**config.mk**
```make
export PLATFORM = sky130hd
export DESIGN_NAME = top
export DESIGN_NICKNAME = d
export VERILOG_FILES = /design/src/hdl/frame_pkg.sv /design/src/hdl/display_registers.sv /design/src/hdl/display_timing.sv /design/src/hdl/spi_peripheral.sv /design/src/hdl/spi_register.sv /design/src/hdl/top.sv
export SDC_FILE = /design/constraint.sdc
export NUM_CORES = 1
export LEC_CHECK = 0
export ABC_AREA = 1
export BUFFER_PORTS_ARGS = -buffer_cell sky130_fd_sc_hd__buf_2
export CORE_MARGIN = 2
export CORE_UTILIZATION = 34
export CTS_BUF_LIST = sky130_fd_sc_hd__clkbuf_4
export DETAILED_ROUTE_END_ITERATION = 8
export PLACE_DENSITY_LB_ADDON = 0.12
export SETUP_SLACK_MARGIN = 0.5
export SYNTH_ARGS = -nofsm -noshare
export SYNTH_HDL_FRONTEND = slang
export SYNTH_SLANG_ARGS = --single-unit
export TNS_END_PERCENT = 10
```
**constraint.sdc**
```tcl
create_clock -name clock -period 2.1 [get_ports clock]
set_input_delay 0.21 -clock clock [delete_from_list [all_inputs] [get_ports clock]]
set_output_delay 0.21 -clock clock [all_outputs]
set_load 0.02 [all_outputs]
```
**src/hdl/frame_pkg.sv**
```systemverilog
// ~~~~~~~~~~~~~~~~~~~~~~~~~~~~~~~~~~~~~~~~~~~~~~~~~~~~~~~~~~~~~~~~~~~~~
// Opcodes, SPI byte type and display pin widths for the display slice.
// Modules pull these in with a wildcard import in their header.
// ~~~~~~~~~~~~~~~~~~~~~~~~~~~~~~~~~~~~~~~~~~~~~~~~~~~~~~~~~~~~~~~~~~~~~

package frame_pkg;

    // One SPI byte, used for opcode, operand and response
    localparam int byte_width = 8;
    typedef logic [byte_width-1:0] byte_t;

    // Host opcodes
    localparam byte_t opcode_chip_id        = 8'hDB; // Read chip ID
    localparam byte_t opcode_fill_colour    = 8'h10; // Y, Cb, Cr operands
    localparam byte_t opcode_display_enable = 8'h11; // Bit 0 of operand 0
    localparam byte_t opcode_frame_count    = 8'h12; // Read frame counter

    localparam byte_t chip_id_value = 8'h81;

    // Display pin widths
    localparam int y_width = 4;
    localparam int c_width = 3;

endpackage

```
**src/hdl/display_registers.sv**
```systemverilog
// ~~~~~~~~~~~~~~~~~~~~~~~~~~~~~~~~~~~~~~~~~~~~~~~~~~~~~~~~~~~~~~~~~~~~~
// Display configuration written over SPI: fill colour and enable.
// Also counts frames and returns the count on a read.
// ~~~~~~~~~~~~~~~~~~~~~~~~~~~~~~~~~~~~~~~~~~~~~~~~~~~~~~~~~~~~~~~~~~~~~

`timescale 1ns/1ns

module display_registers import frame_pkg::*; (
    input  logic               clock,
    input  logic               reset,

    input  byte_t              opcode,
    input  logic               opcode_valid,
    input  byte_t              operand,
    input  logic               operand_valid,
    input  integer             operand_count,

    input  logic               frame_start,

    output logic [y_width-1:0] fill_y,
    output logic [c_width-1:0] fill_cb,
    output logic [c_width-1:0] fill_cr,
    output logic               display_enable,

    output byte_t              response,
    output logic               response_valid
);

    byte_t frame_count;  // Wraps at 256

    // Field writes, selected by operand index
    always_ff @(posedge clock) begin
        if (reset) begin
            fill_y         <= '0;
            fill_cb        <= '0;
            fill_cr        <= '0;
            display_enable <= 1'b0;
        end else if (opcode_valid && operand_valid) begin
            if (opcode == opcode_fill_colour) begin
                if (operand_count == 0) begin
                    fill_y <= operand[y_width-1:0];
                end else if (operand_count == 1) begin
                    fill_cb <= operand[c_width-1:0];
                end else if (operand_count == 2) begin
                    fill_cr <= operand[c_width-1:0];
                end
            end else if (opcode == opcode_display_enable && operand_count == 0) begin
                display_enable <= operand[0];
            end
        end
    end

    always_ff @(posedge clock) begin
        if (reset) begin
            frame_count    <= '0;
            response_valid <= 1'b0;
        end else begin
            if (frame_start) begin
                frame_count <= frame_count + 1'b1;
            end
            response_valid <= opcode_valid && (opcode == opcode_frame_count);
        end
    end

    assign response = frame_count;

endmodule

```
**src/hdl/display_timing.sv**
```systemverilog
// ~~~~~~~~~~~~~~~~~~~~~~~~~~~~~~~~~~~~~~~~~~~~~~~~~~~~~~~~~~~~~~~~~~~~~
// Free-running raster timing with active-low syncs and a flat fill.
// frame_start pulses together with the vsync falling edge.
// ~~~~~~~~~~~~~~~~~~~~~~~~~~~~~~~~~~~~~~~~~~~~~~~~~~~~~~~~~~~~~~~~~~~~~

`timescale 1ns/1ns

module display_timing import frame_pkg::*; #(
    parameter int h_active = 32,
    parameter int h_total  = 40,
    parameter int v_active = 12,
    parameter int v_total  = 20
) (
    input  logic               clock,
    input  logic               reset,

    input  logic [y_width-1:0] fill_y,
    input  logic [c_width-1:0] fill_cb,
    input  logic [c_width-1:0] fill_cr,
    input  logic               display_enable,

    output logic               display_hsync,
    output logic               display_vsync,
    output logic [y_width-1:0] display_y,
    output logic [c_width-1:0] display_cb,
    output logic [c_width-1:0] display_cr,
    output logic               frame_start
);

    localparam int h_bits      = $clog2(h_total);
    localparam int v_bits      = $clog2(v_total);
    localparam int hsync_width = 4;  // Pixels at the end of each line

    logic [h_bits-1:0] h_count;
    logic [v_bits-1:0] v_count;
    logic              line_end;
    logic              last_line;
    logic              active;

    assign line_end  = (h_count == h_total - 1);
    assign last_line = (v_count == v_total - 1);
    assign active    = (h_count < h_active) && (v_count < v_active);

    always_ff @(posedge clock) begin
        if (reset) begin
            h_count <= '0;
            v_count <= '0;
        end else if (line_end) begin
            h_count <= '0;
            v_count <= last_line ? '0 : v_count + 1'b1;
        end else begin
            h_count <= h_count + 1'b1;
        end
    end

    // Outputs trail the counters by one clock
    always_ff @(posedge clock) begin
        if (reset) begin
            display_hsync <= 1'b1;
            display_vsync <= 1'b1;
            display_y     <= '0;
            display_cb    <= '0;
            display_cr    <= '0;
            frame_start   <= 1'b0;
        end else begin
            display_hsync <= (h_count < h_total - hsync_width);
            display_vsync <= !last_line;
            frame_start   <= last_line && (h_count == 0);  // First clock of vsync
            if (active && display_enable) begin
                display_y  <= fill_y;
                display_cb <= fill_cb;
                display_cr <= fill_cr;
            end else begin
                display_y  <= '0;
                display_cb <= '0;
                display_cr <= '0;
            end
        end
    end

    counters_in_range: assert property (@(posedge clock) disable iff (reset)
        (h_count < h_total) && (v_count < v_total));

endmodule

```
**src/hdl/spi_peripheral.sv**
```systemverilog
// ~~~~~~~~~~~~~~~~~~~~~~~~~~~~~~~~~~~~~~~~~~~~~~~~~~~~~~~~~~~~~~~~~~~~~
// Mode 0 SPI target oversampled by the system clock. Splits each
// transaction into an opcode and operands and shifts back a response.
// ~~~~~~~~~~~~~~~~~~~~~~~~~~~~~~~~~~~~~~~~~~~~~~~~~~~~~~~~~~~~~~~~~~~~~

`timescale 1ns/1ns

module spi_peripheral import frame_pkg::*; (
    input  logic   clock,
    input  logic   reset,

    input  logic   spi_select,
    input  logic   spi_clock,
    input  logic   spi_data_in,
    output logic   spi_data_out,

    output byte_t  opcode,
    output logic   opcode_valid,
    output byte_t  operand,
    output logic   operand_valid,
    output integer operand_count,

    input  byte_t  response_1,
    input  logic   response_1_valid,
    input  byte_t  response_2,
    input  logic   response_2_valid
);

    logic select_meta;
    logic select_sync;
    logic clock_meta;
    logic clock_sync;
    logic clock_prev;
    logic data_meta;
    logic data_sync;
    logic clock_rise;
    logic clock_fall;

    logic [2:0] bit_count;
    byte_t      rx_shift;
    byte_t      rx_byte;
    logic       byte_ready;   // Eighth bit just shifted in
    logic       byte_strobe;  // rx_byte holds a complete byte
    byte_t      tx_shift;
    byte_t      response_byte;

    // Two-flop synchronisers on all pins
    always_ff @(posedge clock) begin
        if (reset) begin
            select_meta <= 1'b1;
            select_sync <= 1'b1;
            clock_meta  <= 1'b0;
            clock_sync  <= 1'b0;
            clock_prev  <= 1'b0;
            data_meta   <= 1'b0;
            data_sync   <= 1'b0;
        end else begin
            select_meta <= spi_select;
            select_sync <= select_meta;
            clock_meta  <= spi_clock;
            clock_sync  <= clock_meta;
            clock_prev  <= clock_sync;
            data_meta   <= spi_data_in;
            data_sync   <= data_meta;
        end
    end

    assign clock_rise = clock_sync & ~clock_prev;
    assign clock_fall = ~clock_sync & clock_prev;

    // Receive shifter, MSB first
    always_ff @(posedge clock) begin
        if (reset || select_sync) begin
            bit_count   <= '0;
            byte_ready  <= 1'b0;
            byte_strobe <= 1'b0;
        end else begin
            byte_ready  <= 1'b0;
            byte_strobe <= byte_ready;
            if (clock_rise) begin
                rx_shift   <= {rx_shift[byte_width-2:0], data_sync};
                bit_count  <= bit_count + 1'b1;  // Wraps to 0 at byte end
                byte_ready <= (bit_count == 3'd7);
            end
            if (byte_ready) begin
                rx_byte <= rx_shift;
            end
        end
    end

    // First byte is the opcode, the rest are operands
    always_ff @(posedge clock) begin
        if (reset || select_sync) begin
            opcode_valid  <= 1'b0;
            operand_valid <= 1'b0;
            operand_count <= 0;
        end else begin
            operand_valid <= 1'b0;
            if (operand_valid) begin
                operand_count <= operand_count + 1;
            end
            if (byte_strobe) begin
                if (!opcode_valid) begin
                    opcode       <= rx_byte;
                    opcode_valid <= 1'b1;
                end else begin
                    operand       <= rx_byte;
                    operand_valid <= 1'b1;
                end
            end
        end
    end

    always_comb begin
        if (response_1_valid) begin
            response_byte = response_1;
        end else if (response_2_valid) begin
            response_byte = response_2;
        end else begin
            response_byte = '0;  // Nobody claims the opcode
        end
    end

    // MISO moves on falling edges; a new response loads at each byte boundary
    always_ff @(posedge clock) begin
        if (reset || select_sync) begin
            spi_data_out <= 1'b0;
            tx_shift     <= '0;
        end else if (clock_fall) begin
            if (bit_count == 3'd0) begin
                spi_data_out <= response_byte[byte_width-1];
                tx_shift     <= response_byte << 1;
            end else begin
                spi_data_out <= tx_shift[byte_width-1];
                tx_shift     <= tx_shift << 1;
            end
        end
    end

    // Responders must decode disjoint opcodes
    one_responder: assert property (@(posedge clock) disable iff (reset)
        !(response_1_valid && response_2_valid));

endmodule

```
**src/hdl/spi_register.sv**
```systemverilog
// ~~~~~~~~~~~~~~~~~~~~~~~~~~~~~~~~~~~~~~~~~~~~~~~~~~~~~~~~~~~~~~~~~~~~~
// Read-only constant on the SPI bus, returned for one opcode
// ~~~~~~~~~~~~~~~~~~~~~~~~~~~~~~~~~~~~~~~~~~~~~~~~~~~~~~~~~~~~~~~~~~~~~

`timescale 1ns/1ns

module spi_register import frame_pkg::*; #(
    parameter byte_t register_address = 8'h00,
    parameter byte_t register_value   = 8'h00
) (
    input  logic  clock,
    input  logic  reset,
    input  byte_t opcode,
    input  logic  opcode_valid,
    output byte_t response,
    output logic  response_valid
);

    assign response = register_value;

    // Registered address match
    always_ff @(posedge clock) begin
        if (reset) begin
            response_valid <= 1'b0;
        end else begin
            response_valid <= opcode_valid && (opcode == register_address);
        end
    end

endmodule

```
**src/hdl/top.sv**
```systemverilog
// ~~~~~~~~~~~~~~~~~~~~~~~~~~~~~~~~~~~~~~~~~~~~~~~~~~~~~~~~~~~~~~~~~~~~~
// Display controller slice: SPI port, chip ID, display registers and
// timing generator on one clock. Display size is set here.
// ~~~~~~~~~~~~~~~~~~~~~~~~~~~~~~~~~~~~~~~~~~~~~~~~~~~~~~~~~~~~~~~~~~~~~

`timescale 1ns/1ns

module top import frame_pkg::*; #(
    parameter int h_active = 32,
    parameter int h_total  = 40,
    parameter int v_active = 12,
    parameter int v_total  = 20
) (
    input  logic               clock,
    input  logic               reset,

    input  logic               spi_select,
    input  logic               spi_clock,
    input  logic               spi_data_in,
    output logic               spi_data_out,

    output logic               display_hsync,
    output logic               display_vsync,
    output logic [y_width-1:0] display_y,
    output logic [c_width-1:0] display_cb,
    output logic [c_width-1:0] display_cr
);

    // Decoded SPI bus
    byte_t  opcode;
    logic   opcode_valid;
    byte_t  operand;
    logic   operand_valid;
    integer operand_count;

    byte_t  response_1;        // Chip ID
    logic   response_1_valid;
    byte_t  response_2;        // Display registers
    logic   response_2_valid;

    logic [y_width-1:0] fill_y;
    logic [c_width-1:0] fill_cb;
    logic [c_width-1:0] fill_cr;
    logic               display_enable;
    logic               frame_start;

    spi_peripheral spi_peripheral (
        .clock(clock),
        .reset(reset),
        .spi_select(spi_select),
        .spi_clock(spi_clock),
        .spi_data_in(spi_data_in),
        .spi_data_out(spi_data_out),
        .opcode(opcode),
        .opcode_valid(opcode_valid),
        .operand(operand),
        .operand_valid(operand_valid),
        .operand_count(operand_count),
        .response_1(response_1),
        .response_1_valid(response_1_valid),
        .response_2(response_2),
        .response_2_valid(response_2_valid)
    );

    spi_register #(
        .register_address(opcode_chip_id),
        .register_value(chip_id_value)
    ) chip_id (
        .clock(clock),
        .reset(reset),
        .opcode(opcode),
        .opcode_valid(opcode_valid),
        .response(response_1),
        .response_valid(response_1_valid)
    );

    display_registers display_registers (
        .clock(clock),
        .reset(reset),
        .opcode(opcode),
        .opcode_valid(opcode_valid),
        .operand(operand),
        .operand_valid(operand_valid),
        .operand_count(operand_count),
        .frame_start(frame_start),
        .fill_y(fill_y),
        .fill_cb(fill_cb),
        .fill_cr(fill_cr),
        .display_enable(display_enable),
        .response(response_2),
        .response_valid(response_2_valid)
    );

    display_timing #(
        .h_active(h_active),
        .h_total(h_total),
        .v_active(v_active),
        .v_total(v_total)
    ) display_timing (
        .clock(clock),
        .reset(reset),
        .fill_y(fill_y),
        .fill_cb(fill_cb),
        .fill_cr(fill_cr),
        .display_enable(display_enable),
        .display_hsync(display_hsync),
        .display_vsync(display_vsync),
        .display_y(display_y),
        .display_cb(display_cb),
        .display_cr(display_cr),
        .frame_start(frame_start)
    );

endmodule

```
==> impl_results.html, run 1 <==
<table>
<tr><th>Metric</th><th>Value</th></tr>
<tr><th colspan="2">Status</th></tr>
<tr><td>Result of the run</td><td>completed</td></tr>
<tr><th colspan="2">Clocking</th></tr>
<tr><td>Clock tree from TritonCTS</td><td>built</td></tr>
<tr><td>CTS root buf</td><td>sky130_fd_sc_hd__clkbuf_4</td></tr>
<tr><td>Clock net sink count</td><td>127</td></tr>
<tr><td>Number of levels the H-tree was split into</td><td>4</td></tr>
<tr><td>Inserted Clock Buffers</td><td>17</td></tr>
<tr><td>Clock edge transition at the registers on the reported setup and hold paths</td><td>0.12 ns</td></tr>
<tr><td>Worst-Skew Late Latency</td><td>0.52 ns</td></tr>
<tr><td>Maximum count of clock buffers along a single path</td><td>2</td></tr>
<tr><th colspan="2">Synthesis</th></tr>
<tr><td>Post-Syn Nets</td><td>684</td></tr>
<tr><td>Syn. warnings</td><td>0</td></tr>
<tr><td>Post-synth EDFFs</td><td>28</td></tr>
<tr><td>Post-Synth Adder-Cell Area</td><td>0.0256</td></tr>
<tr><td>Synth Instances</td><td>668</td></tr>
<tr><td>Area leader, netlist</td><td>sky130_fd_sc_hd__dfxtp_1</td></tr>
<tr><td>Average cell area after synthesis</td><td>8.04 um2</td></tr>
<tr><td>Sequential fraction of the synthesis area</td><td>0.526</td></tr>
<tr><td>FFs w/ async S/R, synth</td><td>0</td></tr>
<tr><td>Fraction of post-synthesis cell area in the top cell type by area</td><td>0.369</td></tr>
<tr><td>Cells taking the most area after synthesis</td><td>sky130_fd_sc_hd__dfxtp_1 (37%), sky130_fd_sc_hd__edfxtp_1 (16%), sky130_fd_sc_hd__nor2_1 (8.7%)</td></tr>
<tr><td>Mapped cell area</td><td>5370 um2</td></tr>
<tr><td>Mux cell area share after synthesis</td><td>0</td></tr>
<tr><td>Register bit count reported by yosys</td><td>127</td></tr>
<tr><td>Area fraction in and, or, nand and nor cells after synthesis</td><td>0.272</td></tr>
<tr><td>Area share of xor/xnor cells in the synthesized design</td><td>0.0130</td></tr>
<tr><td>Compound-Gate Fraction of Synth Area</td><td>0.0848</td></tr>
<tr><td>Synth cell types</td><td>34</td></tr>
<tr><td>Synth cell count leaders</td><td>sky130_fd_sc_hd__nor2_1 (124), sky130_fd_sc_hd__dfxtp_1 (99), sky130_fd_sc_hd__nand2_1 (97)</td></tr>
<tr><td>Most repeated cell in the gate-level netlist after synthesis</td><td>sky130_fd_sc_hd__nor2_1</td></tr>
<tr><td>Prevailing post-synth register cell</td><td>sky130_fd_sc_hd__dfxtp_1</td></tr>
<tr><td>Combinational family with the most area after synthesis</td><td>simple AND/OR/NAND/NOR gates</td></tr>
<tr><th colspan="2">Worst hold path</th></tr>
<tr><td>Worst min path class</td><td>reg -&gt; reg</td></tr>
<tr><td>Min-Delay Path Depth</td><td>2</td></tr>
<tr><th colspan="2">Worst setup path</th></tr>
<tr><td>Depth of the most critical reg-to-reg path</td><td>8</td></tr>
<tr><td>Crit-path max cell delay</td><td>0.36 ns</td></tr>
<tr><td>Crit path cell chain</td><td>ha_2, nand2_1, inv_1, nand4_1, nor3_2, nand2_1, xor2_1, nor2_1</td></tr>
<tr><td>Data arrival time of the critical path</td><td>1.97 ns</td></tr>
<tr><td>Capturing element type of the critical path</td><td>register</td></tr>
<tr><td>Worst Path Required</td><td>2.52 ns</td></tr>
<tr><td>Max Fanout on Critical Path</td><td>5</td></tr>
<tr><td>Cell type with the highest occurrence count on the critical path</td><td>sky130_fd_sc_hd__nand2_1</td></tr>
<tr><td>Standard cell with the maximum stage delay on the critical path</td><td>sky130_fd_sc_hd__dfxtp_2</td></tr>
<tr><td>Kind of start point of the critical path</td><td>register</td></tr>
<tr><td>Category of the most critical setup path</td><td>reg -&gt; reg</td></tr>
<tr><th colspan="2">Timing</th></tr>
<tr><td>Final critical-path share of the clock period</td><td>0.741</td></tr>
<tr><td>Unrepaired setup endpoints after global routing</td><td>true</td></tr>
<tr><td>Clock period minus worst slack</td><td>1.56 ns</td></tr>
<tr><td>Max-slew violation total from the final report</td><td>0</td></tr>
<tr><td>Clock skew after layout</td><td>0.0174 ns</td></tr>
<tr><td>Final TNS setup</td><td>0 ns</td></tr>
<tr><td>Headroom to the max-slew limit</td><td>0.708</td></tr>
<tr><td>Final hold violations</td><td>0</td></tr>
<tr><td>Achievable frequency</td><td>643 MHz</td></tr>
<tr><td>Worst hold margin</td><td>0.410 ns</td></tr>
<tr><td>Count of endpoints failing setup in the final report</td><td>0</td></tr>
<tr><td>Worst slew pin tran</td><td>0.436 ns</td></tr>
<tr><th colspan="2">Power</th></tr>
<tr><td>Int Pwr</td><td>3130 uW</td></tr>
<tr><td>Switching fraction of total power</td><td>0.233</td></tr>
<tr><td>P per Cell Area</td><td>672 nW/um2</td></tr>
<tr><td>Sequential power share</td><td>0.612</td></tr>
<tr><td>Proportion of power drawn by the clock network</td><td>0.368</td></tr>
<tr><td>Switching power</td><td>950 uW</td></tr>
<tr><td>Logic gate share of total power</td><td>0.020</td></tr>
<tr><td>Leakage power figure</td><td>0.00226 uW</td></tr>
<tr><td>Worst supply voltage drop on vdd</td><td>0.279 mV</td></tr>
<tr><th colspan="2">Placement</th></tr>
<tr><td>Buffers on Ports</td><td>17</td></tr>
<tr><td>Global placer's final weighted congestion</td><td>0.800</td></tr>
<tr><td>Placed wire-length estimate after detailed placement</td><td>8160 um</td></tr>
<tr><th colspan="2">Routing</th></tr>
<tr><td>Starting DRC count in detailed routing</td><td>151</td></tr>
<tr><td>Number of nets with antenna violations after routing</td><td>0</td></tr>
<tr><td>Remaining design rule violation count</td><td>0</td></tr>
<tr><td>First-pass iteration count of the detailed router</td><td>6</td></tr>
<tr><td>Average wire per standard cell</td><td>11.9 um</td></tr>
<tr><td>Vias post-DR</td><td>4198</td></tr>
<tr><td>Post-DR vias/cell</td><td>4.49</td></tr>
<tr><td>Detailed Route WL</td><td>11200 um</td></tr>
<tr><th colspan="2">Global route</th></tr>
<tr><td>Number of global-route vias before repair</td><td>4034</td></tr>
<tr><td>Gr usage total</td><td>0.145</td></tr>
<tr><td>Global-route wire length before repair</td><td>19000 um</td></tr>
<tr><td>Maximum number of pins on one net before global-route repair</td><td>38</td></tr>
<tr><td>Residual overflow from global routing</td><td>0</td></tr>
<tr><td>Number of antenna violations at the first check in global routing</td><td>1</td></tr>
<tr><th colspan="2">Floorplan</th></tr>
<tr><td>Number of placed I/O pins</td><td>18</td></tr>
<tr><td>Std-Cell Core Area</td><td>15300 um2</td></tr>
<tr><td>Y dimension of the die</td><td>130 um</td></tr>
<tr><td>Die W</td><td>130 um</td></tr>
<tr><td>Initial Util</td><td>0.351</td></tr>
<tr><td>Die area</td><td>16800 um2</td></tr>
<tr><td># rows</td><td>45</td></tr>
<tr><th colspan="2">Cells and area</th></tr>
<tr><td>Layout net count</td><td>725</td></tr>
<tr><td>Share of final-layout standard cells stronger than drive strength 1</td><td>0.139</td></tr>
<tr><td>Final core occ</td><td>0.397</td></tr>
<tr><td>Relative area change from synthesis to final layout</td><td>13.2%</td></tr>
<tr><th colspan="2">Flow run</th></tr>
<tr><td>Count of max-cap constraint violations</td><td>0</td></tr>
</table>
==> worst paths after layout <==
path / slack [ns] / start / end
setup / recovery: 0.54 / display_timing.h_count[1]$_SDFF_PP0_ / display_timing.v_count[4]$_SDFFE_PP0P_
hold / removal: 0.41 / spi_peripheral.clock_meta$_SDFF_PP0_ / spi_peripheral.clock_sync$_SDFF_PP0_
setup reg to reg: 0.54 / display_timing.h_count[1]$_SDFF_PP0_ / display_timing.v_count[4]$_SDFFE_PP0P_
hold reg to reg: 0.41 / spi_peripheral.clock_meta$_SDFF_PP0_ / spi_peripheral.clock_sync$_SDFF_PP0_
==> cell type report <==
| type | count | area (um2) |
|---|---|---|
| antenna | 1 | 2.50 |
| sequential | 127 | 2840 |
| inverter | 97 | 364 |
| multi-input combinational | 433 | 2150 |
| clock buffer | 20 | 150 |
| clock inverter | 12 | 96.3 |
| fill | 1626 | 9240 |
| timing repair buffer | 33 | 215 |
| tap | 211 | 264 |
==> kinds of logic after synthesis <==
logic type	Yosys count
AO/OA/AOI/OAI	90
adder cells (fa/ha/maj)	11
flip-flops	127
buffers and inverters	108
AND/OR/NAND/NOR	324
XOR/XNOR	8
==> critical path: cells and delay by family (launching register included) <==
family / cells / cell delay (ns)
simple gates: 5 / 0.71
xor+xnor: 1 / 0.14
flops: 1 / 0.36
fa+ha+maj: 1 / 0.17
buf+inv: 1 / 0.08
==> layout by cell type, fill, tap and decap left out, drive strengths merged, types with 11 or more instances in the layout <==
| cell type | synthesis | final |
|---|---|---|
| nor2 | 133 | 133 |
| nand2 | 102 | 102 |
| dfxtp | 99 | 99 |
| inv | 97 | 97 |
| a21oi | 49 | 49 |
| nand3 | 44 | 44 |
| o21ai | 39 | 39 |
| buf | 5 | 29 |
| edfxtp | 28 | 28 |
| nor3 | 26 | 26 |
| clkbuf | 6 | 20 |
| ha | 11 | 11 |
==> metrics by stage <==
step                      worst slack, ns  instance area [um2]  cells  total power [uW]
final                               0.544                 6080    934              4080
after global routing                0.412                 6080    934              4300
after CTS                           0.528                 6000    928              4150
after detailed placement            0.489                 5710    892              2630
after global placement              0.523                 5710    892              2630
after floorplan                     0.622                 5370    668              2610
==> sequential cells by signal (all words and copies together), names as in the netlist, 3 cells and up <==
name                          flops
spi_peripheral.bit_count          3
display_registers.fill_y          4
display_timing.display_cr         3
spi_peripheral.operand_count     32
display_timing.display_cb         3
display_timing.display_y          4
display_registers.fill_cr         3
spi_peripheral.opcode             8
spi_peripheral.rx_shift           8
display_timing.v_count            5
display_registers.fill_cb         3
spi_peripheral.operand            4
display_registers.response        8
spi_peripheral.rx_byte            8
spi_peripheral.tx_shift           7
display_timing.h_count            6
==> power by group through the flow <==
stage                     Clock [uW]  Combinational, uW  Sequential (uW)
final                           1500               82.1             2500
after global routing            1700               95.4             2500
after CTS                       1570               78.3             2500
after detailed placement           0               72.5             2560
after global placement             0               71.5             2560
after floorplan                    0               51.0             2550
==> timing repair <==
| item | in CTS | in global routing |
|---|---|---|
| setup buffers | 0 | 5 |
| hold buffers | 4 | 0 |
| resized for setup | 2 | 21 |
| gates cloned | 0 | 0 |
| hold endpoints to repair | 4 | 0 |
| pin swaps | 0 | 4 |
| endpoints found under the setup margin | 1 | 26 |
==> per-layer routing <==
layer,vias up,wire length (um),global-route usage,part of all wire
met5,-,0,0,0
met4,0,165,0.0487,0.015
met3,12,350,0.0479,0.031
met2,46,4970,0.225,0.45
met1,1909,5670,0.190,0.51
li1,2231,-,-,-
(Power assumes the default switching activity.)
==> run 2: changes to the inputs <==
clock period = 1.4 ns   (was 2.1 ns; I/O delays follow)
==> impl_results.html, run 2 (same netlist as run 1, synthesis figures left out) <==
<table>
<tr><th>Metric</th><th>Value</th></tr>
<tr><th colspan="2">Worst hold path</th></tr>
<tr><td>Min-Delay Path Depth</td><td>3 (+1)</td></tr>
<tr><td>Worst min path class</td><td>in -&gt; reg</td></tr>
<tr><th colspan="2">Routing</th></tr>
<tr><td>Average wire per standard cell</td><td>12.9 um (+7.7%)</td></tr>
<tr><td>Detailed Route WL</td><td>12800 um (+15%)</td></tr>
<tr><td>First-pass iteration count of the detailed router</td><td>4 (-2)</td></tr>
<tr><td>Detailed-routing wirelength on met1</td><td>6090 um (+7.3%)</td></tr>
<tr><td>Number of nets with antenna violations after routing</td><td>0 (unchanged)</td></tr>
<tr><td>Wire length on met2</td><td>6080 um (+22%)</td></tr>
<tr><td>Post-DR vias/cell</td><td>4.59 (+2.2%)</td></tr>
<tr><td>Starting DRC count in detailed routing</td><td>190 (+26%)</td></tr>
<tr><td>Top Layer Used</td><td>met4</td></tr>
<tr><td>Length of routed met3 wiring</td><td>489 um (+40%)</td></tr>
<tr><td>Vias post-DR</td><td>4588 (+9.3%)</td></tr>
<tr><td>Remaining design rule violation count</td><td>0 (unchanged)</td></tr>
<tr><th colspan="2">Timing</th></tr>
<tr><td>Unrepaired setup endpoints after global routing</td><td>true</td></tr>
<tr><td>Max-slew violation total from the final report</td><td>0 (unchanged)</td></tr>
<tr><td>Final hold violations</td><td>0 (unchanged)</td></tr>
<tr><td>Headroom to the max-slew limit</td><td>0.540 (-0.168)</td></tr>
<tr><td>Final worst-path setup slack</td><td>-0.107 ns (-0.651 ns)</td></tr>
<tr><td>Achievable frequency</td><td>664 MHz (+3.3%)</td></tr>
<tr><td>Worst slew pin tran</td><td>0.688 ns (+0.252 ns)</td></tr>
<tr><td>Count of endpoints failing setup in the final report</td><td>10 (+10)</td></tr>
<tr><td>Clock period minus worst slack</td><td>1.51 ns (-0.0492 ns)</td></tr>
<tr><td>Final critical-path share of the clock period</td><td>1.08 (+0.335)</td></tr>
<tr><td>Clock skew after layout</td><td>0.0156 ns (-0.00173 ns)</td></tr>
<tr><th colspan="2">Floorplan</th></tr>
<tr><td># rows</td><td>45 (unchanged)</td></tr>
<tr><td>Std-Cell Core Area</td><td>15300 um2 (unchanged)</td></tr>
<tr><td>Die W</td><td>130 um (unchanged)</td></tr>
<tr><td>Number of placed I/O pins</td><td>18 (unchanged)</td></tr>
<tr><td>Die area</td><td>16800 um2 (unchanged)</td></tr>
<tr><td>Y dimension of the die</td><td>130 um (unchanged)</td></tr>
<tr><td>Initial Util</td><td>0.351 (unchanged)</td></tr>
<tr><th colspan="2">Placement</th></tr>
<tr><td>Placed cell count</td><td>939 (+5.3%)</td></tr>
<tr><td>Buffers on Ports</td><td>17 (unchanged)</td></tr>
<tr><td>Placed wire-length estimate after detailed placement</td><td>8480 um (+3.8%)</td></tr>
<tr><td>Area of placed instances</td><td>6170 um2 (+8.1%)</td></tr>
<tr><td>Global placer's final weighted congestion</td><td>0.827 (+3.4%)</td></tr>
<tr><th colspan="2">Worst setup path</th></tr>
<tr><td>Capturing element type of the critical path</td><td>register</td></tr>
<tr><td>Category of the most critical setup path</td><td>reg -&gt; reg</td></tr>
<tr><td>Max Fanout on Critical Path</td><td>5 (unchanged)</td></tr>
<tr><td>Kind of start point of the critical path</td><td>register</td></tr>
<tr><td>Depth of the most critical reg-to-reg path</td><td>8 (unchanged)</td></tr>
<tr><td>Data arrival time of the critical path</td><td>1.93 ns (-0.04 ns)</td></tr>
<tr><td>Worst Path Required</td><td>1.83 ns (-0.69 ns)</td></tr>
<tr><th colspan="2">Power</th></tr>
<tr><td>P per Cell Area</td><td>822 nW/um2 (+22%)</td></tr>
<tr><td>Leakage power figure</td><td>0.00276 uW (+22%)</td></tr>
<tr><td>Logic gate share of total power</td><td>0.027 (+0.007)</td></tr>
<tr><td>Worst supply voltage drop on vdd</td><td>0.418 mV (+50%)</td></tr>
<tr><td>Switching fraction of total power</td><td>0.233 (+0.000266)</td></tr>
<tr><td>Proportion of power drawn by the clock network</td><td>0.361 (-0.007)</td></tr>
<tr><td>Sequential power share</td><td>0.612 (about the same)</td></tr>
<tr><td>Int Pwr</td><td>4680 uW (+49%)</td></tr>
<tr><td>Switching power</td><td>1420 uW (+49%)</td></tr>
<tr><th colspan="2">Clocking</th></tr>
<tr><td>Inserted Clock Buffers</td><td>17 (unchanged)</td></tr>
<tr><td>Maximum count of clock buffers along a single path</td><td>2 (unchanged)</td></tr>
<tr><td>CTS root buf</td><td>sky130_fd_sc_hd__clkbuf_4</td></tr>
<tr><td>Number of levels the H-tree was split into</td><td>4 (unchanged)</td></tr>
<tr><td>Clock net sink count</td><td>127 (unchanged)</td></tr>
<tr><td>Clock tree from TritonCTS</td><td>built</td></tr>
<tr><td>Worst-Skew Late Latency</td><td>0.53 ns (about the same)</td></tr>
<tr><td>Clock edge transition at the registers on the reported setup and hold paths</td><td>0.11 ns (about the same)</td></tr>
<tr><th colspan="2">Cells and area</th></tr>
<tr><td>Top reg by flops</td><td>spi_peripheral.operand_count</td></tr>
<tr><td>Share of final-layout standard cells stronger than drive strength 1</td><td>0.437 (+0.299)</td></tr>
<tr><td>Final non-filler cell total</td><td>999 (+7.0%)</td></tr>
<tr><td>Summed area of non-filler cells in the final layout</td><td>7420 um2 (+22%)</td></tr>
<tr><td>Relative area change from synthesis to final layout</td><td>38.1%</td></tr>
<tr><td>Fill cell instance count of the final layout</td><td>1503 (-7.6%)</td></tr>
<tr><td>Number of flip-flops under the largest register name</td><td>32 (unchanged)</td></tr>
<tr><td>Most frequent cells in the layout</td><td>sky130_fd_sc_hd__inv_1 (75), sky130_fd_sc_hd__nor2_1 (75), sky130_fd_sc_hd__buf_4 (69)</td></tr>
<tr><td>Layout net count</td><td>791 (+9.1%)</td></tr>
<tr><th colspan="2">Global route</th></tr>
<tr><td>Maximum number of pins on one net before global-route repair</td><td>37 (-2.6%)</td></tr>
<tr><td>Number of antenna violations at the first check in global routing</td><td>1 (unchanged)</td></tr>
<tr><td>Global-route wire length before repair</td><td>20800 um (+9.3%)</td></tr>
<tr><td>Residual overflow from global routing</td><td>0 (unchanged)</td></tr>
<tr><td>Gr usage total</td><td>0.159 (+0.0148)</td></tr>
<tr><td>Number of global-route vias before repair</td><td>4507 (+12%)</td></tr>
<tr><th colspan="2">Flow run</th></tr>
<tr><td>Count of max-cap constraint violations</td><td>0 (unchanged)</td></tr>
<tr><th colspan="2">Status</th></tr>
<tr><td>Result of the run</td><td>complete, but fails checks</td></tr>
<tr><td>Violations in the final reports</td><td>setup timing</td></tr>
</table>
[run 2: worst max-delay path: stages (launching register included)]
cell and delay [ns]:
sky130_fd_sc_hd__dfxtp_4 0.37, sky130_fd_sc_hd__ha_4 0.13, sky130_fd_sc_hd__nand2_2 0.06, sky130_fd_sc_hd__inv_2 0.06, sky130_fd_sc_hd__nand4_1 0.22, sky130_fd_sc_hd__nor3_2 0.27, sky130_fd_sc_hd__nand2_1 0.09, sky130_fd_sc_hd__xor2_1 0.14
sky130_fd_sc_hd__nor2_1 0.05
[run 2: final timing paths]
check                                           end                                  from  slack [ns]
max          display_timing.v_count[4]$_SDFFE_PP0P_  display_timing.h_count[1]$_SDFF_PP0_       -0.11
min            spi_peripheral.byte_ready$_SDFF_PN0_                                 reset        0.05
max reg2reg  display_timing.v_count[4]$_SDFFE_PP0P_  display_timing.h_count[1]$_SDFF_PP0_       -0.11
min reg2reg     spi_peripheral.data_sync$_SDFF_PP0_   spi_peripheral.data_meta$_SDFF_PP0_        0.41
[run 2: final cells by class]
cell class / count / area [um2] / area share
clock inverters: 11 / 76.3 / 0.0103
clock buffers: 20 / 150 / 0.0202
diodes: 1 / 2.50 / 0.000337
repair buffers: 99 / 842 / 0.114
multi-input cells: 433 / 2790 / 0.376
inverters: 97 / 384 / 0.0518
flip-flops and latches: 127 / 2910 / 0.393
well taps: 211 / 264 / 0.0356
[run 2: stage by stage]
step                worst slack [ns]   util  setup TNS [ns]  hold WS, ns  power [uW]
floorplan                      0.113      -               0        0.244        3910
global placement             -0.0754  0.403          -0.687        0.346        3960
detailed placement            -0.103  0.403          -0.947        0.362        3960
CTS                          -0.0334  0.458          -0.157      -0.0572        6190
global route                  -0.195  0.484           -2.76     -0.00864        6390
finish                        -0.107  0.484          -0.249       0.0469        6100
[run 2: per-layer routing]
metal  vias to the layer above  global-route usage
met5                         -                   0
met4                         0              0.0614
met3                        15              0.0487
met2                        69               0.252
met1                      2132               0.205
li1                       2372                   -
[run 2: repair_timing]
action,4_1_cts,5_1_grt
setup endpoints to repair,125,131
resized for setup,187,87
hold endpoints to repair,13,13
buffers inserted,11,12
hold buffers,3,2
pin swaps,74,70
[run 2: power groups by stage]
stage	combinational [uW]	sequential, uW	clock [uW]
4_1_cts	144	3740	2300
2_1_floorplan	81.7	3830	0
3_5_place_dp	126	3830	0
6_report	163	3730	2200
3_3_place_gp	124	3830	0
5_1_grt	183	3730	2470
==> run 3: changes to the inputs <==
ABC_AREA = default   (was 1)
==> impl_results.html, run 3 <==
<table>
<tr><th>Metric</th><th>Value</th></tr>
<tr><th colspan="2">Status</th></tr>
<tr><td>Result of the run</td><td>complete, but fails checks</td></tr>
<tr><td>Violations in the final reports</td><td>setup timing</td></tr>
<tr><th colspan="2">Worst setup path</th></tr>
<tr><td>Capturing element type of the critical path</td><td>register</td></tr>
<tr><td>Kind of start point of the critical path</td><td>register</td></tr>
<tr><td>Worst reg2reg path endpoint</td><td>spi_peripheral.operand_count[22]$_SDFFE_PP0P_</td></tr>
<tr><td>Max Fanout on Critical Path</td><td>28 (+23)</td></tr>
<tr><td>Reg2reg start</td><td>spi_peripheral.operand_count[7]$_SDFFE_PP0P_</td></tr>
<tr><td>Category of the most critical setup path</td><td>reg -&gt; reg</td></tr>
<tr><td>Worst Path Required</td><td>1.86 ns (+0.03 ns)</td></tr>
<tr><td>Data arrival time of the critical path</td><td>2.10 ns (+0.17 ns)</td></tr>
<tr><td>Depth of the most critical reg-to-reg path</td><td>5 (-3)</td></tr>
<tr><td>Flop-to-flop setup slack</td><td>-0.24 ns (-0.13 ns)</td></tr>
<tr><th colspan="2">Worst hold path</th></tr>
<tr><td>Hold-critical path endpoint</td><td>display_timing.frame_start$_SDFF_PP0_</td></tr>
<tr><td>Worst Min Path Start</td><td>reset</td></tr>
<tr><td>Min-Delay Path Depth</td><td>4 (+1)</td></tr>
<tr><td>Worst min path class</td><td>in -&gt; reg</td></tr>
<tr><th colspan="2">Synthesis</th></tr>
<tr><td>Post-Syn Nets</td><td>509 (-26%)</td></tr>
<tr><td>Fraction of post-synthesis cell area in the top cell type by area</td><td>0.382 (+0.0131)</td></tr>
<tr><td>Prevailing post-synth register cell</td><td>sky130_fd_sc_hd__dfxtp_1</td></tr>
<tr><td>Register bit count reported by yosys</td><td>127 (unchanged)</td></tr>
<tr><td>FFs w/ async S/R, synth</td><td>0 (unchanged)</td></tr>
<tr><td>Mapped cell area</td><td>5190 um2 (-3.4%)</td></tr>
<tr><td>Synth cell count leaders</td><td>sky130_fd_sc_hd__dfxtp_1 (99), sky130_fd_sc_hd__nor2_1 (45), sky130_fd_sc_hd__edfxtp_1 (28)</td></tr>
<tr><td>Cells taking the most area after synthesis</td><td>sky130_fd_sc_hd__dfxtp_1 (38%), sky130_fd_sc_hd__edfxtp_1 (16%), sky130_fd_sc_hd__mux2i_1 (3.3%)</td></tr>
<tr><td>Most repeated cell in the gate-level netlist after synthesis</td><td>sky130_fd_sc_hd__dfxtp_1</td></tr>
<tr><td>Area leader, netlist</td><td>sky130_fd_sc_hd__dfxtp_1</td></tr>
<tr><td>Synth Instances</td><td>493 (-26%)</td></tr>
<tr><td>Average cell area after synthesis</td><td>10.5 um2 (+31%)</td></tr>
<tr><td>Post-synth EDFFs</td><td>28 (unchanged)</td></tr>
<tr><td>Synth cell types</td><td>46 (+35%)</td></tr>
<tr><td>Sequential fraction of the synthesis area</td><td>0.544 (+0.0186)</td></tr>
<tr><td>Syn. warnings</td><td>0 (unchanged)</td></tr>
<tr><th colspan="2">Power</th></tr>
<tr><td>P per Cell Area</td><td>863 nW/um2 (+5.1%)</td></tr>
<tr><td>Worst supply voltage drop on vdd</td><td>0.615 mV (+47%)</td></tr>
<tr><td>Leakage power figure</td><td>0.00261 uW (-5.5%)</td></tr>
<tr><th colspan="2">Floorplan</th></tr>
<tr><td>Std-Cell Core Area</td><td>15000 um2 (-1.8%)</td></tr>
<tr><td>Die W</td><td>128 um (-1.7%)</td></tr>
<tr><td>Number of placed I/O pins</td><td>18 (unchanged)</td></tr>
<tr><td>Y dimension of the die</td><td>128 um (-1.7%)</td></tr>
<tr><td>Initial Util</td><td>0.345 (-0.00567)</td></tr>
<tr><td>Die area</td><td>16300 um2 (-3.3%)</td></tr>
<tr><td># rows</td><td>45 (unchanged)</td></tr>
<tr><th colspan="2">Cells and area</th></tr>
<tr><td>Summed area of non-filler cells in the final layout</td><td>7110 um2 (-4.1%)</td></tr>
<tr><td>Number of flip-flops under the largest register name</td><td>32 (unchanged)</td></tr>
<tr><td>Layout net count</td><td>614 (-22%)</td></tr>
<tr><td>Most frequent cells in the layout</td><td>sky130_fd_sc_hd__buf_4 (75), sky130_fd_sc_hd__dfxtp_1 (50), sky130_fd_sc_hd__nor2_1 (38)</td></tr>
<tr><td>Top reg by flops</td><td>spi_peripheral.operand_count</td></tr>
<tr><td>Share of final-layout standard cells stronger than drive strength 1</td><td>0.468 (+0.0310)</td></tr>
<tr><td>Antenna diode count</td><td>0 (-1)</td></tr>
<tr><td>Most common library cell in the layout ignoring fill and taps</td><td>sky130_fd_sc_hd__buf_4</td></tr>
<tr><td>Relative area change from synthesis to final layout</td><td>37.1%</td></tr>
<tr><th colspan="2">Routing</th></tr>
<tr><td>Number of nets with antenna violations after routing</td><td>0 (unchanged)</td></tr>
<tr><td>Remaining design rule violation count</td><td>0 (unchanged)</td></tr>
<tr><td>Average wire per standard cell</td><td>14.3 um (+11%)</td></tr>
<tr><td>Detailed Route WL</td><td>11400 um (-11%)</td></tr>
<tr><td>Post-DR vias/cell</td><td>4.96 (+8.1%)</td></tr>
<tr><td>First-pass iteration count of the detailed router</td><td>4 (unchanged)</td></tr>
<tr><td>Starting DRC count in detailed routing</td><td>127 (-33%)</td></tr>
<tr><td>Vias post-DR</td><td>3967 (-14%)</td></tr>
<tr><th colspan="2">Placement</th></tr>
<tr><td>Area of placed instances</td><td>6100 um2 (-1.1%)</td></tr>
<tr><td>Global placer's final weighted congestion</td><td>0.810 (-2.1%)</td></tr>
<tr><td>Post-placement setup slack</td><td>-0.251 ns (-0.148 ns)</td></tr>
<tr><td>Placed wire-length estimate after detailed placement</td><td>7450 um (-12%)</td></tr>
<tr><td>Buffers on Ports</td><td>17 (unchanged)</td></tr>
<tr><th colspan="2">Timing</th></tr>
<tr><td>Worst hold margin</td><td>0.00697 ns (-0.0400 ns)</td></tr>
<tr><td>Headroom to the max-slew limit</td><td>0.770 (+0.230)</td></tr>
<tr><td>Count of endpoints failing setup in the final report</td><td>29 (+19)</td></tr>
<tr><td>Clock period minus worst slack</td><td>1.64 ns (+0.130 ns)</td></tr>
<tr><td>Clock skew after layout</td><td>0.0167 ns (+0.00104 ns)</td></tr>
<tr><td>Worst slew pin tran</td><td>0.341 ns (-0.347 ns)</td></tr>
<tr><td>Final hold violations</td><td>0 (unchanged)</td></tr>
<tr><td>Max-slew violation total from the final report</td><td>0 (unchanged)</td></tr>
<tr><td>Final critical-path share of the clock period</td><td>1.17 (+0.0930)</td></tr>
<tr><td>Unrepaired setup endpoints after global routing</td><td>true</td></tr>
<tr><td>Achievable frequency</td><td>611 MHz (-8.0%)</td></tr>
<tr><td>Final worst-path setup slack</td><td>-0.237 ns (-0.130 ns)</td></tr>
<tr><th colspan="2">Clocking</th></tr>
<tr><td>Post-CTS Hold Buffers</td><td>3 (unchanged)</td></tr>
<tr><td>Clock net sink count</td><td>127 (unchanged)</td></tr>
<tr><td>Inserted Clock Buffers</td><td>17 (unchanged)</td></tr>
<tr><td>Maximum count of clock buffers along a single path</td><td>2 (unchanged)</td></tr>
<tr><td>Worst-Skew Late Latency</td><td>0.53 ns (about the same)</td></tr>
<tr><td>Clock tree from TritonCTS</td><td>built</td></tr>
<tr><td>CTS root buf</td><td>sky130_fd_sc_hd__clkbuf_4</td></tr>
<tr><td>Clock edge transition at the registers on the reported setup and hold paths</td><td>0.12 ns (about the same)</td></tr>
<tr><td>Number of levels the H-tree was split into</td><td>4 (unchanged)</td></tr>
<tr><th colspan="2">Global route</th></tr>
<tr><td>Gr usage total</td><td>0.148 (-0.0110)</td></tr>
<tr><td>Global-route wire length before repair</td><td>19200 um (-7.6%)</td></tr>
<tr><td>Number of global-route vias before repair</td><td>4018 (-11%)</td></tr>
<tr><td>Number of antenna violations at the first check in global routing</td><td>0 (-1)</td></tr>
<tr><td>Residual overflow from global routing</td><td>0 (unchanged)</td></tr>
<tr><td>Maximum number of pins on one net before global-route repair</td><td>29 (-22%)</td></tr>
<tr><th colspan="2">Flow run</th></tr>
<tr><td>Count of max-cap constraint violations</td><td>0 (unchanged)</td></tr>
</table>
-- run 3: cell types whose count changed in the layout (fill, tap and decap cells not counted), sizes merged, moves of 18 or more --
cell / change
a21oi: -22
and2: +18
inv: -85
nand2: -84
nand2b: +20
nand3: -25
nor2: -88
o21ai: -32
-- run 3: layout make-up --
cell class	instances	area (um2)
clock buffer	18	135
clock inverter	14	110
fill	1417	7920
inverter	9	33.8
multi-input combinational	331	2680
sequential	127	2920
tap	188	235
timing repair buffer	112	998
-- run 3: kinds of logic after synthesis --
kind of cell / Yosys count / share of synthesized area
AO/OA/AOI/OAI: 55 / 0.0649
XOR/XNOR: 23 / 0.0388
adder cells (fa/ha/maj): 11 / 0.0265
buffers and inverters: 36 / 0.0364
flip-flops: 127 / 0.544
multiplexers: 17 / 0.0328
AND/OR/NAND/NOR: 224 / 0.256
-- run 3: worst max-delay path by stage --
stage	slack, ns	startpoint	cells past startpoint	to
6_report	-0.24	spi_peripheral.operand_count[7]$_SDFFE_PP0P_	5	spi_peripheral.operand_count[22]$_SDFFE_PP0P_
5_1_grt	-0.29	spi_peripheral.operand_count[7]$_SDFFE_PP0P_	5	spi_peripheral.operand_count[27]$_SDFFE_PP0P_
4_1_cts	-0.24	spi_peripheral.operand_count[7]$_SDFFE_PP0P_	5	spi_peripheral.operand_count[22]$_SDFFE_PP0P_
3_5_place_dp	-0.25	spi_peripheral.operand_count[9]$_SDFFE_PP0P_	5	display_registers.fill_cr[1]$_SDFFE_PP0P_
3_3_place_gp	-0.21	display_timing.h_count[1]$_SDFF_PP0_	5	display_timing.v_count[2]$_SDFFE_PP0P_
2_1_floorplan	-0.20	display_timing.h_count[1]$_SDFF_PP0_	5	display_timing.v_count[2]$_SDFFE_PP0P_
-- run 3: power by group --
| group | total (uW) | internal [uW] | switching (uW) |
|---|---|---|---|
| Sequential | 3730 | 3720 | 13.7 |
| Clock | 2260 | 744 | 1510 |
| Combinational | 151 | 73.1 | 77.9 |
| Total | 6140 | 4530 | 1610 |
-- run 3: metal layers --
metal	routed length, um	share of wire	vias up	track usage
li1	-	-	1996	-
met1	5350	0.47	1913	0.189
met2	5580	0.49	41	0.239
met3	317	0.028	17	0.0436
met4	191	0.017	0	0.0556
met5	0	0	-	0
-- run 3: repair_timing --
item,4_1_cts,5_1_grt
setup endpoints to repair,130,130
cloned,1,0
pin swaps,83,82
endpoints found under the hold margin,4,1
gates resized for setup,147,50
buffers inserted,6,0
-- run 3: metrics by stage --
stage	setup TNS, ns	power (uW)	std cells	util
after floorplan	-3.01	3910	493	-
after global placement	-5.54	3960	757	0.406
final	-4.44	6140	799	0.473
after CTS	-4.26	6240	799	0.461
after global routing	-6.37	6440	799	0.473
after detailed placement	-7.00	3960	757	0.406
-- run 3: critical path, cell delays in order, from the launching register on --
cell,delay [ns]
sky130_fd_sc_hd__dfxtp_4,0.38
sky130_fd_sc_hd__and4_4,0.25
sky130_fd_sc_hd__nand4_4,0.11
sky130_fd_sc_hd__buf_12,0.17
sky130_fd_sc_hd__or4_1,0.52
sky130_fd_sc_hd__a21oi_2,0.14
